File: config.mk
export PLATFORM = sky130hd
export DESIGN_NAME = ts_pid_processor
export DESIGN_NICKNAME = d
export VERILOG_FILES = /design/src/hdl/tsp_pkg.sv /design/src/hdl/ts_pid_processor.sv /design/src/hdl/ts_output_merger.sv /design/src/hdl/pid_replacer.sv /design/src/hdl/pid_drop_filter.sv /design/src/hdl/tsp_host_regs.sv /design/src/hdl/ts_packet_aligner.sv
export VERILOG_INCLUDE_DIRS = /design/src /design/src/hdl
export SDC_FILE = /design/constraint.sdc
export NUM_CORES = 2
export LEC_CHECK = 0
export ABC_AREA = 1
export BUFFER_PORTS_ARGS = -buffer_cell sky130_fd_sc_hd__buf_2
export CORE_MARGIN = 2
export CORE_UTILIZATION = 50
export CTS_CLUSTER_DIAMETER = 120
export DETAILED_ROUTE_END_ITERATION = 6
export PLACE_DENSITY_LB_ADDON = 0.15
export SLEW_MARGIN = 20
export SYNTH_ARGS = -nofsm -noshare
export SYNTH_HDL_FRONTEND = slang
export SYNTH_SLANG_ARGS = --single-unit
File: constraint.sdc
create_clock -name mpeg_clk -period 6.18 [get_ports mpeg_clk]
set_input_delay 1.236 -clock mpeg_clk [delete_from_list [all_inputs] [get_ports mpeg_clk]]
set_output_delay 1.236 -clock mpeg_clk [all_outputs]
set_load 0.02 [all_outputs]
File: src/hdl/tsp_consts.svh
`ifndef TSP_CONSTS_SVH
`define TSP_CONSTS_SVH

// ~~~~~~~~~~~~~~~~~~~~~~~~~~~~~~~~~~~~~~~~~~~~~~~~~~~~~~~~~~~~
// packet and table sizes
// ~~~~~~~~~~~~~~~~~~~~~~~~~~~~~~~~~~~~~~~~~~~~~~~~~~~~~~~~~~~~
`define TSP_PACK_BYTES      188
`define TSP_DROP_ENTRIES    4
`define TSP_REPL_ENTRIES    2
`define TSP_CNT_BITS        16
`define TSP_PID_BITS        13

// ~~~~~~~~~~~~~~~~~~~~~~~~~~~~~~~~~~~~~~~~~~~~~~~~~~~~~~~~~~~~
// host register map with one data word per address
// ~~~~~~~~~~~~~~~~~~~~~~~~~~~~~~~~~~~~~~~~~~~~~~~~~~~~~~~~~~~~
`define TSP_ADDR_DROP_BASE  10'h000
`define TSP_ADDR_REPL_BASE  10'h010
`define TSP_ADDR_CNT_BASE   10'h020
`define TSP_ADDR_RDATA_BASE 10'h200
`define TSP_RDATA_ENTRY_BIT 8 // address bit that selects the replacement entry.
`define TSP_ENTRY_EN_BIT    13 // enable sits just above the pid in an entry word.

`endif
File: src/hdl/tsp_pkg.sv
`include "tsp_consts.svh"

package tsp_pkg;

	typedef logic [7:0] ts_byte_t;
	typedef logic [`TSP_PID_BITS-1:0] pid_t;
	typedef logic [7:0] byte_idx_t;
	typedef logic [9:0] host_addr_t;
	typedef logic [15:0] host_data_t;
	typedef logic [`TSP_CNT_BITS-1:0] hit_cnt_t;
	typedef logic [$clog2(`TSP_DROP_ENTRIES)-1:0] tbl_idx_t; // wide enough for either table.
	typedef logic [$clog2(`TSP_REPL_ENTRIES)-1:0] repl_idx_t;

	typedef struct packed {
		ts_byte_t data;
		logic sync;
		logic valid;
	} ts_beat_t;

	typedef struct packed {
		ts_byte_t data;
		logic valid;
		byte_idx_t byte_idx;
		pid_t pid;
	} aligned_beat_t;

	typedef struct packed {
		logic we;
		tbl_idx_t idx;
		pid_t pid;
		logic en;
	} tbl_wr_t;

	typedef struct packed {
		logic we;
		repl_idx_t entry;
		byte_idx_t byte_idx;
		ts_byte_t data;
	} ram_wr_t;

	typedef struct packed {
		logic req;
		logic we;
		host_addr_t addr;
		host_data_t wdata;
	} host_req_t;

	typedef struct packed {
		logic ack;
		host_data_t rdata;
	} host_rsp_t;

	typedef enum logic {
		ST_HUNT,
		ST_LOCK
	} align_state_t;

endpackage

File: src/hdl/ts_pid_processor.sv
`timescale 1ns/10ps
`include "tsp_consts.svh"

module ts_pid_processor (
	input  logic               mpeg_clk,
	input  logic               S_AXI_ARESETN,
	input  tsp_pkg::ts_beat_t  ts_in,
	output tsp_pkg::ts_beat_t  ts_out,
	input  tsp_pkg::host_req_t host_req,
	output tsp_pkg::host_rsp_t host_rsp
);
	import tsp_pkg::*;

	aligned_beat_t beat;
	tbl_wr_t drop_wr;
	tbl_wr_t repl_wr;
	ram_wr_t ram_wr;
	hit_cnt_t [`TSP_DROP_ENTRIES-1:0] hit_cnt;
	logic drop;
	logic replace;
	ts_byte_t repl_byte;

	ts_packet_aligner i_aligner (
		.mpeg_clk      (mpeg_clk),
		.S_AXI_ARESETN (S_AXI_ARESETN),
		.ts_in         (ts_in),
		.beat          (beat)
	);

	tsp_host_regs i_host_regs (
		.mpeg_clk      (mpeg_clk),
		.S_AXI_ARESETN (S_AXI_ARESETN),
		.host_req      (host_req),
		.host_rsp      (host_rsp),
		.drop_wr       (drop_wr),
		.repl_wr       (repl_wr),
		.ram_wr        (ram_wr),
		.hit_cnt       (hit_cnt)
	);

	// both decisions are taken on the same aligned beat.
	pid_drop_filter i_drop_filter (
		.mpeg_clk      (mpeg_clk),
		.S_AXI_ARESETN (S_AXI_ARESETN),
		.beat          (beat),
		.tbl_wr        (drop_wr),
		.drop          (drop),
		.hit_cnt       (hit_cnt)
	);

	pid_replacer i_replacer (
		.mpeg_clk      (mpeg_clk),
		.S_AXI_ARESETN (S_AXI_ARESETN),
		.beat          (beat),
		.tbl_wr        (repl_wr),
		.ram_wr        (ram_wr),
		.replace       (replace),
		.repl_byte     (repl_byte)
	);

	ts_output_merger i_merger (
		.mpeg_clk      (mpeg_clk),
		.S_AXI_ARESETN (S_AXI_ARESETN),
		.beat          (beat),
		.drop          (drop),
		.replace       (replace),
		.repl_byte     (repl_byte),
		.ts_out        (ts_out)
	);

endmodule

File: src/hdl/ts_output_merger.sv
`timescale 1ns/10ps

module ts_output_merger (
	input  logic                   mpeg_clk,
	input  logic                   S_AXI_ARESETN,
	input  tsp_pkg::aligned_beat_t beat,
	input  logic                   drop,
	input  logic                   replace,
	input  tsp_pkg::ts_byte_t      repl_byte,
	output tsp_pkg::ts_beat_t      ts_out
);
	import tsp_pkg::*;

	logic beat_d_vld;
	logic beat_d_first;
	ts_byte_t beat_d_data;
	logic out_vld;
	logic out_sync;
	ts_byte_t out_data;

	// the delayed beat lines up with the registered drop and replace results.
	always_ff @(posedge mpeg_clk) begin
		if (!S_AXI_ARESETN) begin
			beat_d_vld <= 1'b0;
			out_vld <= 1'b0;
			out_sync <= 1'b0;
		end else begin
			beat_d_vld <= beat.valid;
			out_vld <= beat_d_vld && !drop; // drop beats replace.
			out_sync <= beat_d_vld && beat_d_first && !drop;
		end
	end

	always_ff @(posedge mpeg_clk) begin
		beat_d_data <= beat.data;
		beat_d_first <= beat.byte_idx == '0;
		out_data <= replace ? repl_byte : beat_d_data;
	end

	assign ts_out = '{data: out_data, sync: out_sync, valid: out_vld};

endmodule

File: src/hdl/pid_replacer.sv
`timescale 1ns/10ps
`include "tsp_consts.svh"

module pid_replacer (
	input  logic                   mpeg_clk,
	input  logic                   S_AXI_ARESETN,
	input  tsp_pkg::aligned_beat_t beat,
	input  tsp_pkg::tbl_wr_t       tbl_wr,
	input  tsp_pkg::ram_wr_t       ram_wr,
	output logic                   replace,
	output tsp_pkg::ts_byte_t      repl_byte
);
	import tsp_pkg::*;

	pid_t ent_pid [`TSP_REPL_ENTRIES];
	logic [`TSP_REPL_ENTRIES-1:0] ent_en;
	logic [`TSP_REPL_ENTRIES-1:0] hit;
	logic any_hit;
	logic first;
	repl_idx_t sel_new;
	repl_idx_t sel_q;
	repl_idx_t rd_entry;
	ts_byte_t ram [`TSP_REPL_ENTRIES][`TSP_PACK_BYTES];

	assign first = beat.valid && beat.byte_idx == '0;

	always_comb begin
		for (int i = 0; i < `TSP_REPL_ENTRIES; i++) begin
			hit[i] = ent_en[i] && ent_pid[i] == beat.pid;
		end
	end

	// scan downwards so the lowest matching entry is the one kept.
	always_comb begin
		any_hit = 1'b0;
		sel_new = '0;
		for (int i = `TSP_REPL_ENTRIES - 1; i >= 0; i--) begin
			if (hit[i]) begin
				any_hit = 1'b1;
				sel_new = repl_idx_t'(i);
			end
		end
	end

	assign rd_entry = (beat.byte_idx == '0) ? sel_new : sel_q; // byte 0 reads with the new choice.

	// ~~~~~~~~~~~~~~~~~~~~~~~~~~~~~~~~~~~~~~~~~~~~~~~~~~~~~~~~~~~~
	// entry table and decision
	// ~~~~~~~~~~~~~~~~~~~~~~~~~~~~~~~~~~~~~~~~~~~~~~~~~~~~~~~~~~~~
	always_ff @(posedge mpeg_clk) begin
		if (!S_AXI_ARESETN) begin
			ent_en <= '0;
			replace <= 1'b0;
		end else begin
			for (int i = 0; i < `TSP_REPL_ENTRIES; i++) begin
				if (tbl_wr.we && tbl_wr.idx == tbl_idx_t'(i)) begin
					ent_en[i] <= tbl_wr.en;
				end
			end
			if (first) begin
				replace <= any_hit;
			end
		end
	end

	always_ff @(posedge mpeg_clk) begin
		for (int i = 0; i < `TSP_REPL_ENTRIES; i++) begin
			if (tbl_wr.we && tbl_wr.idx == tbl_idx_t'(i)) begin
				ent_pid[i] <= tbl_wr.pid;
			end
		end
		if (first) begin
			sel_q <= sel_new;
		end
	end

	// the replacement packet store is read once per beat.
	always_ff @(posedge mpeg_clk) begin
		if (ram_wr.we) begin
			ram[ram_wr.entry][ram_wr.byte_idx] <= ram_wr.data;
		end
		if (beat.valid) begin
			repl_byte <= ram[rd_entry][beat.byte_idx];
		end
	end

endmodule

File: src/hdl/pid_drop_filter.sv
`timescale 1ns/10ps
`include "tsp_consts.svh"

module pid_drop_filter (
	input  logic                                     mpeg_clk,
	input  logic                                     S_AXI_ARESETN,
	input  tsp_pkg::aligned_beat_t                   beat,
	input  tsp_pkg::tbl_wr_t                         tbl_wr,
	output logic                                     drop,
	output tsp_pkg::hit_cnt_t [`TSP_DROP_ENTRIES-1:0] hit_cnt
);
	import tsp_pkg::*;

	pid_t ent_pid [`TSP_DROP_ENTRIES];
	logic [`TSP_DROP_ENTRIES-1:0] ent_en;
	logic [`TSP_DROP_ENTRIES-1:0] hit;
	logic first;

	assign first = beat.valid && beat.byte_idx == '0;

	always_comb begin
		for (int i = 0; i < `TSP_DROP_ENTRIES; i++) begin
			hit[i] = ent_en[i] && ent_pid[i] == beat.pid;
		end
	end

	always_ff @(posedge mpeg_clk) begin
		for (int i = 0; i < `TSP_DROP_ENTRIES; i++) begin
			if (tbl_wr.we && tbl_wr.idx == tbl_idx_t'(i)) begin
				ent_pid[i] <= tbl_wr.pid;
			end
		end
	end

	// ~~~~~~~~~~~~~~~~~~~~~~~~~~~~~~~~~~~~~~~~~~~~~~~~~~~~~~~~~~~~
	// enables, decision and hit counters
	// ~~~~~~~~~~~~~~~~~~~~~~~~~~~~~~~~~~~~~~~~~~~~~~~~~~~~~~~~~~~~
	always_ff @(posedge mpeg_clk) begin
		if (!S_AXI_ARESETN) begin
			ent_en <= '0;
			drop <= 1'b0;
			hit_cnt <= '0;
		end else begin
			for (int i = 0; i < `TSP_DROP_ENTRIES; i++) begin
				if (tbl_wr.we && tbl_wr.idx == tbl_idx_t'(i)) begin
					ent_en[i] <= tbl_wr.en;
				end
			end
			if (first) begin
				drop <= |hit; // held until the next packet starts.
				for (int i = 0; i < `TSP_DROP_ENTRIES; i++) begin
					if (hit[i] && hit_cnt[i] != '1) begin
						hit_cnt[i] <= hit_cnt[i] + hit_cnt_t'(1);
					end
				end
			end
		end
	end

endmodule

File: src/hdl/tsp_host_regs.sv
`timescale 1ns/10ps
`include "tsp_consts.svh"

module tsp_host_regs (
	input  logic                                     mpeg_clk,
	input  logic                                     S_AXI_ARESETN,
	input  tsp_pkg::host_req_t                       host_req,
	output tsp_pkg::host_rsp_t                       host_rsp,
	output tsp_pkg::tbl_wr_t                         drop_wr,
	output tsp_pkg::tbl_wr_t                         repl_wr,
	output tsp_pkg::ram_wr_t                         ram_wr,
	input  tsp_pkg::hit_cnt_t [`TSP_DROP_ENTRIES-1:0] hit_cnt
);
	import tsp_pkg::*;

	logic ack_q;
	host_data_t rdata_q;
	logic access;
	logic wr;
	host_addr_t off_drop;
	host_addr_t off_repl;
	host_addr_t off_cnt;
	host_addr_t off_rdata;
	logic in_drop;
	logic in_repl;
	logic in_cnt;
	logic in_rdata;

	// ~~~~~~~~~~~~~~~~~~~~~~~~~~~~~~~~~~~~~~~~~~~~~~~~~~~~~~~~~~~~
	// address decode
	// ~~~~~~~~~~~~~~~~~~~~~~~~~~~~~~~~~~~~~~~~~~~~~~~~~~~~~~~~~~~~
	assign access = host_req.req && !ack_q; // one cycle per handshake.
	assign wr = access && host_req.we;

	assign off_drop = host_req.addr - `TSP_ADDR_DROP_BASE;
	assign off_repl = host_req.addr - `TSP_ADDR_REPL_BASE;
	assign off_cnt = host_req.addr - `TSP_ADDR_CNT_BASE;
	assign off_rdata = host_req.addr - `TSP_ADDR_RDATA_BASE;

	assign in_drop = off_drop < `TSP_DROP_ENTRIES;
	assign in_repl = off_repl < `TSP_REPL_ENTRIES;
	assign in_cnt = off_cnt < `TSP_DROP_ENTRIES;
	assign in_rdata = off_rdata < (`TSP_REPL_ENTRIES << `TSP_RDATA_ENTRY_BIT) &&
		off_rdata[`TSP_RDATA_ENTRY_BIT-1:0] < `TSP_PACK_BYTES;

	// ~~~~~~~~~~~~~~~~~~~~~~~~~~~~~~~~~~~~~~~~~~~~~~~~~~~~~~~~~~~~
	// write strobes
	// ~~~~~~~~~~~~~~~~~~~~~~~~~~~~~~~~~~~~~~~~~~~~~~~~~~~~~~~~~~~~
	assign drop_wr.we = wr && in_drop;
	assign drop_wr.idx = off_drop[$bits(tbl_idx_t)-1:0];
	assign drop_wr.pid = host_req.wdata[$bits(pid_t)-1:0];
	assign drop_wr.en = host_req.wdata[`TSP_ENTRY_EN_BIT];

	assign repl_wr.we = wr && in_repl;
	assign repl_wr.idx = off_repl[$bits(tbl_idx_t)-1:0];
	assign repl_wr.pid = host_req.wdata[$bits(pid_t)-1:0];
	assign repl_wr.en = host_req.wdata[`TSP_ENTRY_EN_BIT];

	assign ram_wr.we = wr && in_rdata;
	assign ram_wr.entry = off_rdata[`TSP_RDATA_ENTRY_BIT +: $bits(repl_idx_t)];
	assign ram_wr.byte_idx = off_rdata[`TSP_RDATA_ENTRY_BIT-1:0];
	assign ram_wr.data = host_req.wdata[$bits(ts_byte_t)-1:0];

	always_ff @(posedge mpeg_clk) begin
		if (!S_AXI_ARESETN) begin
			ack_q <= 1'b0;
		end else begin
			ack_q <= host_req.req; // rises after req is seen high, falls after it is seen low.
		end
	end

	always_ff @(posedge mpeg_clk) begin
		if (access) begin
			if (!host_req.we && in_cnt) begin
				rdata_q <= hit_cnt[off_cnt[$bits(tbl_idx_t)-1:0]];
			end else begin
				rdata_q <= '0;
			end
		end
	end

	assign host_rsp = '{ack: ack_q, rdata: rdata_q};

endmodule

File: src/hdl/ts_packet_aligner.sv
`timescale 1ns/10ps
`include "tsp_consts.svh"

module ts_packet_aligner (
	input  logic                   mpeg_clk,
	input  logic                   S_AXI_ARESETN,
	input  tsp_pkg::ts_beat_t      ts_in,
	output tsp_pkg::aligned_beat_t beat
);
	import tsp_pkg::*;

	localparam byte_idx_t LAST_IDX = byte_idx_t'(`TSP_PACK_BYTES - 1);
	localparam byte_idx_t PID_IDX = byte_idx_t'(2); // pid is complete once byte 2 is in.

	align_state_t state;
	byte_idx_t pos;
	logic [1:0] sr_vld;
	ts_byte_t sr0;
	ts_byte_t sr1;
	pid_t pid_q;
	pid_t pid_new;
	byte_idx_t out_idx;
	logic start;
	logic bad_sync;
	logic adv;
	logic out_vld;
	ts_byte_t out_data;
	byte_idx_t out_idx_q;
	pid_t out_pid;

	assign start = ts_in.valid && ts_in.sync && state == ST_HUNT;
	assign bad_sync = ts_in.valid && ts_in.sync && state == ST_LOCK && pos != '0;
	assign adv = ts_in.valid && state == ST_LOCK && !bad_sync;

	assign pid_new = {sr0[4:0], ts_in.data}; // low five bits of byte 1, then byte 2.

	// the byte leaving the shift register sits two positions behind the input.
	always_comb begin
		if (pos == '0) begin
			out_idx = LAST_IDX - byte_idx_t'(1);
		end else if (pos == byte_idx_t'(1)) begin
			out_idx = LAST_IDX;
		end else begin
			out_idx = pos - byte_idx_t'(2);
		end
	end

	always_ff @(posedge mpeg_clk) begin
		if (!S_AXI_ARESETN) begin
			state <= ST_HUNT;
			pos <= '0;
			sr_vld <= '0;
			out_vld <= 1'b0;
		end else begin
			out_vld <= adv && sr_vld[1];
			if (start) begin
				state <= ST_LOCK;
				pos <= byte_idx_t'(1);
				sr_vld <= 2'b01;
			end else if (bad_sync) begin
				state <= ST_HUNT; // the broken packet is given up.
				sr_vld <= '0;
			end else if (adv) begin
				pos <= (pos == LAST_IDX) ? '0 : pos + byte_idx_t'(1);
				sr_vld <= {sr_vld[0], 1'b1};
			end
		end
	end

	always_ff @(posedge mpeg_clk) begin
		if (start || adv) begin
			sr0 <= ts_in.data;
			sr1 <= sr0;
		end
		if (adv) begin
			out_data <= sr1;
			out_idx_q <= out_idx;
			out_pid <= (pos == PID_IDX) ? pid_new : pid_q;
			if (pos == PID_IDX) begin
				pid_q <= pid_new; // the old pid still covers the tail of the last packet.
			end
		end
	end

	assign beat = '{data: out_data, valid: out_vld, byte_idx: out_idx_q, pid: out_pid};

endmodule

# --- Word-level counts from Yosys, hierarchy flattened ---
# Memories as Yosys holds them, arrays and structs flattened.
# Cells that the tools add are included.
classes:
  add_sub_neg: 9
  n_lt_le_gt_ge: 9
  eq_ne: 18
  n_mux: 48
  n_bitwise: 5
  n_reduce_logical: 63
ops:
  columns: ["op", "n"]
  rows:
  - ["2-to-1 mux 1504 bit", 1]
  - ["equality test 13 bit", 6]
  - ["adder 16 x 1 -> 16 bit (second input constant)", 4]
  - ["binary-select mux 8 bit (select 8 bit)", 1]
  - ["demux 8 bit (select 8 bit)", 1]
  - ["inequality test 16 bit (second input constant)", 4]
  - ["2-to-1 mux 13 bit", 4]
  - ["OR reduction 13 bit", 4]
  - ["2-to-1 mux 8 bit", 5]
  - ["logical AND 1 bit", 35]
  - ["binary-select mux 16 bit (select 2 bit)", 1]
  - ["2-to-1 mux 1 bit", 31]
  - ["less-than comparator 10 x 3 -> 1 bit (second input constant)", 2]
  - ["greater-or-equal comparator 9 bit (second input constant)", 2]
  - ["inverter 8 -> 9 bit", 2]
  - ["zero test 8 bit", 2]
  - ["2-to-1 mux 16 bit", 1]
  - ["AND reduction 2 bit", 7]
  - ["less-than comparator 10 bit (second input constant)", 1]
  - ["less-than comparator 10 x 2 -> 1 bit (second input constant)", 1]
  - ["subtractor 10 bit (second input constant)", 1]
  - ["subtractor 10 x 5 -> 10 bit (second input constant)", 1]
  - ["subtractor 10 x 6 -> 10 bit (second input constant)", 1]
  - ["less-than comparator 9 x 1 -> 1 bit (second input constant)", 1]
  - ["21 further kinds", 33]
totals:
  reg_bits: 175
  ramBits: 3086
  output_inout_bits: 27
  word_cells: 189
  mem_count: 3
memory_table:
  columns: ["memory", "words", "word_bits", "rd", "rd_clocked_by_memory_dff", "write_ports", "line_no", "source"]
  rows:
  - ["i_replacer.ram", 2, 1504, 1, 0, 1, "pid_replacer.sv:23", "ts_byte_t ram [`TSP_REPL_ENTRIES][`TSP_PACK_BYTES];"]
  - ["i_drop_filter.ent_pid", 4, 13, 4, 0, 1, "pid_drop_filter.sv:14", "pid_t ent_pid [`TSP_DROP_ENTRIES];"]
  - ["i_replacer.ent_pid", 2, 13, 2, 0, 1, "pid_replacer.sv:15", "pid_t ent_pid [`TSP_REPL_ENTRIES];"]

# --- Logic depth before layout (Yosys ltp) ---
depth:
  ltp_word: 11
  ltp_mapped: 28

# --- By module ---
# Synthesis repeated with hierarchy kept, for this count alone.
hier_totals:
  hier_cells: 13479
  hier_area_um2: 143167.3
by_module_without_submodules:
  columns: ["mod", "n_inst", "cells_per_inst", "area_per_inst_um2", "seq_area_each_um2"]
  rows:
  - ["pid_replacer", 1, 11763, 130951.8, 91437.7]
  - ["pid_drop_filter", 1, 1128, 7247.0, 2942.8]
  - ["ts_packet_aligner", 1, 192, 2346.0, 1591.5]
  - ["tsp_host_regs", 1, 336, 2045.7, 500.5]
  - ["ts_output_merger", 1, 60, 576.8, 400.4]

# --- Worst setup path after synthesis ---
# No wires, ideal clock.
synth_path:
  kind: "input-to-reg"
  start: "input host_req[27] in the netlist's numbering"
  end: "memory i_replacer.ram[0][616] in the netlist's numbering (enable)"
  setup_time_ps: 370
  arrival_ps: 3726
  slack_ps: 2084
  stages: 10
  cell_sequence: "inv_1 nor2_1 nand2_1 nor2_1 nand2_1 clkbuf_1 nor3_1 clkbuf_1 nand2_1 nor2_1"
synth_between:
  elab_chain_cells: 5
synth_lines:
  columns: ["element", "line_no", "source"]
  rows:
  - ["start: declaration", "ts_pid_processor.sv:9", "input tsp_pkg::host_req_t host_req,"]
  - ["logical AND 1 bit", "tsp_host_regs.sv:32", "assign access = host_req.req && !ack_q;"]
  - ["net i_host_regs.access", "tsp_host_regs.sv:18", "logic access;"]
  - ["logical AND 1 bit", "tsp_host_regs.sv:33", "assign wr = access && host_req.we;"]
  - ["logical AND 1 bit", "tsp_host_regs.sv:59", "assign ram_wr.we = wr && in_rdata;"]
  - ["2-to-1 mux 1 bit", "pid_replacer.sv:79", "if (ram_wr.we) begin"]
  - ["2-to-1 mux 1504 bit (implied by the code)", "pid_replacer.sv:80", "ram[ram_wr.entry][ram_wr.byte_idx] <= ram_wr.data;"]
  - ["end: declaration", "pid_replacer.sv:23", null]
# The timed path passes the listed nets, and every way through them passes these cells.

# --- Worst setup path after layout ---
layout_path:
  start: "register i_aligner.out_idx_q[4]"
  end: "register i_replacer.repl_byte[4], data pin"
layout_between:
  elab_chain_cells: 6
  word_cells_on_any_way: 7
  cone_classes: "mux (4); bitwise (1); reduce/logical (1); memory (1)"
layout_lines:
  columns: ["element", "line_no", "source"]
  rows:
  - ["start: declaration", "ts_packet_aligner.sv:28", "byte_idx_t out_idx_q;"]
  - ["start signal: assignment", "ts_packet_aligner.sv:77", "out_idx_q <= out_idx;"]
  - ["zero test 8 bit", "pid_replacer.sv:45", "assign rd_entry = (beat.byte_idx == '0) ? sel_new : sel_q;"]
  - ["2-to-1 mux 1 bit", "pid_replacer.sv:45", null]
  - ["memory (2 x 1504 bit)", null, null]
  - ["binary-select mux 8 bit (select 8 bit) *", "pid_replacer.sv:83", "repl_byte <= ram[rd_entry][beat.byte_idx];"]
  - ["2-to-1 mux 8 bit (implied by the code) * (2 in a row)", "pid_replacer.sv:83", null]
  - ["end signal: assignment", "pid_replacer.sv:83", null]
  - ["end: declaration", "pid_replacer.sv:11", "output tsp_pkg::ts_byte_t repl_byte"]
# Mark *: on every way between the ends. The rest lies on a longest branch, timed or not. The select of a mux whose other input is x is not followed.
# A chain may end at the register's enable or synchronous reset.

==> results.toml <==
[min_path]
hp-class = "flip-flop to flip-flop"

[power_and_ir_drop]
p_sw_frac = 0.210
seqPwrFrac = 0.522
p_int_w = 0.0367
vdd_drop_max_uv = 240
p_sw_w = 0.00978
comb_power_share = 0.028
power_density_mw_per_mm2 = 307
pwr-share-clk = 0.451
power_leakage_nw = 53.0

[setup_path]
path_class = "flip-flop to flip-flop"
end_kind = "flip-flop"
cp.arrival_ps = 6440
crit_fanout = 77
worstPathRequired_ps = 6970
startpoint_type = "flip-flop"

[cells_and_area]
syn2layout_area_growth_pct = 11.4
multi_input_area_mm2 = 0.0344
layout_common_cells = "edfxtp_1 (3156), nand3_1 (2831), nand2_1 (2824)"
final_common_cell = "edfxtp_1"
fin_nets = 11900
finalNonFillerCells = 15700
n_fill_cell = 22600
seq_area_mm2 = 0.0969
drive_above_1_share = 0.0745

[place]
place.gp.congestion = 0.893
portBuffers = 64
dp.cells = 15000
dp_hpwl_mm = 224

[floorplanning]
rows = 191
ios = 67
start_util = 0.503
core-area_mm2 = 0.271
die_y_um = 526
die_x_um = 526
die_area_mm2 = 0.277

[global_route]
antenna_found_initial = 22
grt_pass1_wl_mm = 579
grt_max_degree = 214
track_usage = 0.280
grt_pass1_vias = 87800
grt-ovfl-total = 0

[clocking]
cts_tree = "done"
cts_resized = 0
clock_sinks = 3261
cts.clk_slew.worst_paths_ps = 60
clock-root-buffer = "clkbuf_16"
postCtsSetupBuffers = 0
clock_path_buffers = 4
cts_hold_buf = 0
htreeDepth = 5
cts_buffers = 343
clkLatencyLatePin_ps = 960

[routing]
wl_per_cell_um = 25.2
viasPerCell = 5.92
ant_nets = 0
post-route-drc-count = 0
drtIter0Drc = 11500
vias = 92800
drt_first_pass_iters = 6
routed_wl_mm = 395

[logic_synthesis]
syn-num-nets = 12000
synth-seq-cells = 3261
synth-seq-area-share = 0.711
async_flop_share = 0
synth.cell_area_mm2 = 0.136
synth_ff_type = "edfxtp_1"
yosys_warnings = 0
syn_area_per_cell_um2 = 11.4
synth-edff-count = 3156
synth_cells = 12000
synth.distinct_cells = 48

[sta]
fin_setup_tns_ps = 0
slew_headroom = -0.00596
slew_violations = 22
worst_slew_pin_slew_ps = 1510
setup_viol = 0
fin_crit_sh = 0.914
hold_viol = 0
post-route-min-period_ps = 5650
clock_skew_ps = 59.7
rsz0062_at_grt = "no"
max_freq_ghz = 0.177

[status]
failed_checks = "slew limit"
status = "finished, violations left"

[flow_run]
cap_violations = 0
layout make-up:
cell class,count,area share
clock inverters,199,0.0152
well taps,3570,0.0294
inverters,480,0.0122
flip-flops and latches,3261,0.639
diodes,8,0.000132
clock buffers,414,0.0597
repair buffers,291,0.0183
multi-input cells,7443,0.226
registers in the layout (all words and copies together), names as in the netlist, 13 cells and up:
name,count
i_drop_filter.ent_pid,52
i_drop_filter.hit_cnt,64
i_replacer.ent_pid,26
i_replacer.ram,3008
i_host_regs.rdata_q,16
i_aligner.pid_q,13
routing by layer:
layer	part of all wire	GRT usage	up-vias
met2	0.46	0.431	4223
met1	0.41	0.397	45700
met3	0.090	0.0460	707
met4	0.042	0.112	6
li1	-	-	42100
met5	0.00013	0	-
power groups by stage:
stage / sequential, W / clock [W] / combinational (W)
2_1_floorplan: 0.0247 / 0 / 0.000448
3_3_place_gp: 0.0247 / 0 / 0.00124
3_5_place_dp: 0.0247 / 0 / 0.00126
4_1_cts: 0.0243 / 0.0212 / 0.00127
5_1_grt: 0.0243 / 0.0220 / 0.00135
6_report: 0.0243 / 0.0210 / 0.00129
worst paths after layout:
kind	from	to	slack [ps]	cells past startpoint
setup reg to reg	i_aligner.out_idx_q[4]$_SDFFCE_PP1P_	i_replacer.repl_byte[4]$_DFFE_PP_	530	21
hold reg to reg	i_aligner.out_data[4]$_DFFE_PP_	i_merger.beat_d_data[4]$_DFF_P_	340	0
setup / recovery	i_aligner.out_idx_q[4]$_SDFFCE_PP1P_	i_replacer.repl_byte[4]$_DFFE_PP_	530	21
hold / removal	i_aligner.out_data[4]$_DFFE_PP_	i_merger.beat_d_data[4]$_DFF_P_	340	0
cell families (layout without fill, tap and decap cells):
family          Yosys count  after routing  share of synthesized area
simple gates           6738           6738                      0.220
flops                  3261           3261                      0.711
buf+inv                1280           1384                     0.0395
compound gates          667            667                     0.0270
xor+xnor                 19             19                    0.00122
fa+ha+maj                12             12                    0.00110
mux                       7              7                   0.000514
other cells               0              8                          0
cell usage after synthesis (5+ instances only):
library cell | count | share of area
a31oi_1 | 25 | 0.0011
and3_1 | 7 | 0.00032
clkbuf_1 | 305 | 0.0084
xor2_1 | 10 | 0.00064
nand2_1 | 2824 | 0.078
buf_4 | 40 | 0.0022
nor4_1 | 25 | 0.0011
o2111ai_1 | 5 | 0.00032
mux2i_1 | 7 | 0.00051
nand4_1 | 53 | 0.0024
inv_1 | 465 | 0.013
or2_2 | 26 | 0.0012
nand3b_1 | 133 | 0.0073
o21ai_0 | 200 | 0.0073
o21ai_1 | 65 | 0.0024
o211ai_1 | 66 | 0.0036
buf_2 | 334 | 0.012
nor3_1 | 139 | 0.0051
dfxtp_1 | 105 | 0.015
inv_2 | 9 | 0.00025
or2_0 | 8 | 0.00037
a211oi_1 | 11 | 0.00061
edfxtp_1 | 3156 | 0.70
o21a_1 | 8 | 0.00044
buf_1 | 121 | 0.0033
xnor2_1 | 9 | 0.00058
nand3_1 | 2832 | 0.10
ha_1 | 12 | 0.0011
a21oi_1 | 261 | 0.0096
a22oi_1 | 16 | 0.00088
clkinv_1 | 5 | 0.00014
nor3b_1 | 12 | 0.00066
nor2_1 | 667 | 0.018
worst max-delay path, stage by stage, from the launching register on:
cell      delay [ps]
edfxtp_1         490
inv_2            540
nand3_1          240
nor4_4           370
nand2b_4         490
nand2_8          300
inv_8            570
buf_12           440
nand2_1          100
nand2_1           80
nand2_1           70
nand3_1          170
nand3_1          170
nand3_1          190
nand3_1          380
nand2_1          160
nand2_1           70
nand2_1           70
inv_1             40
nand2_1          270
nand2_1           90
nand2_1           90
metrics by stage:
stage / cell area [um^2] / setup WS, ps / power, W / util / hold WS (ps)
final: 152000 / 533 / 0.0465 / 0.560 / 341
after floorplan: 136000 / 2080 / 0.0252 / - / 323
after global routing: 152000 / 330 / 0.0476 / 0.560 / 351
after CTS: 151000 / 640 / 0.0467 / 0.559 / 343
after global placement: 140000 / 645 / 0.0260 / 0.517 / 324
after detailed placement: 140000 / 689 / 0.0260 / 0.517 / 329
(Power assumes the default switching activity.)
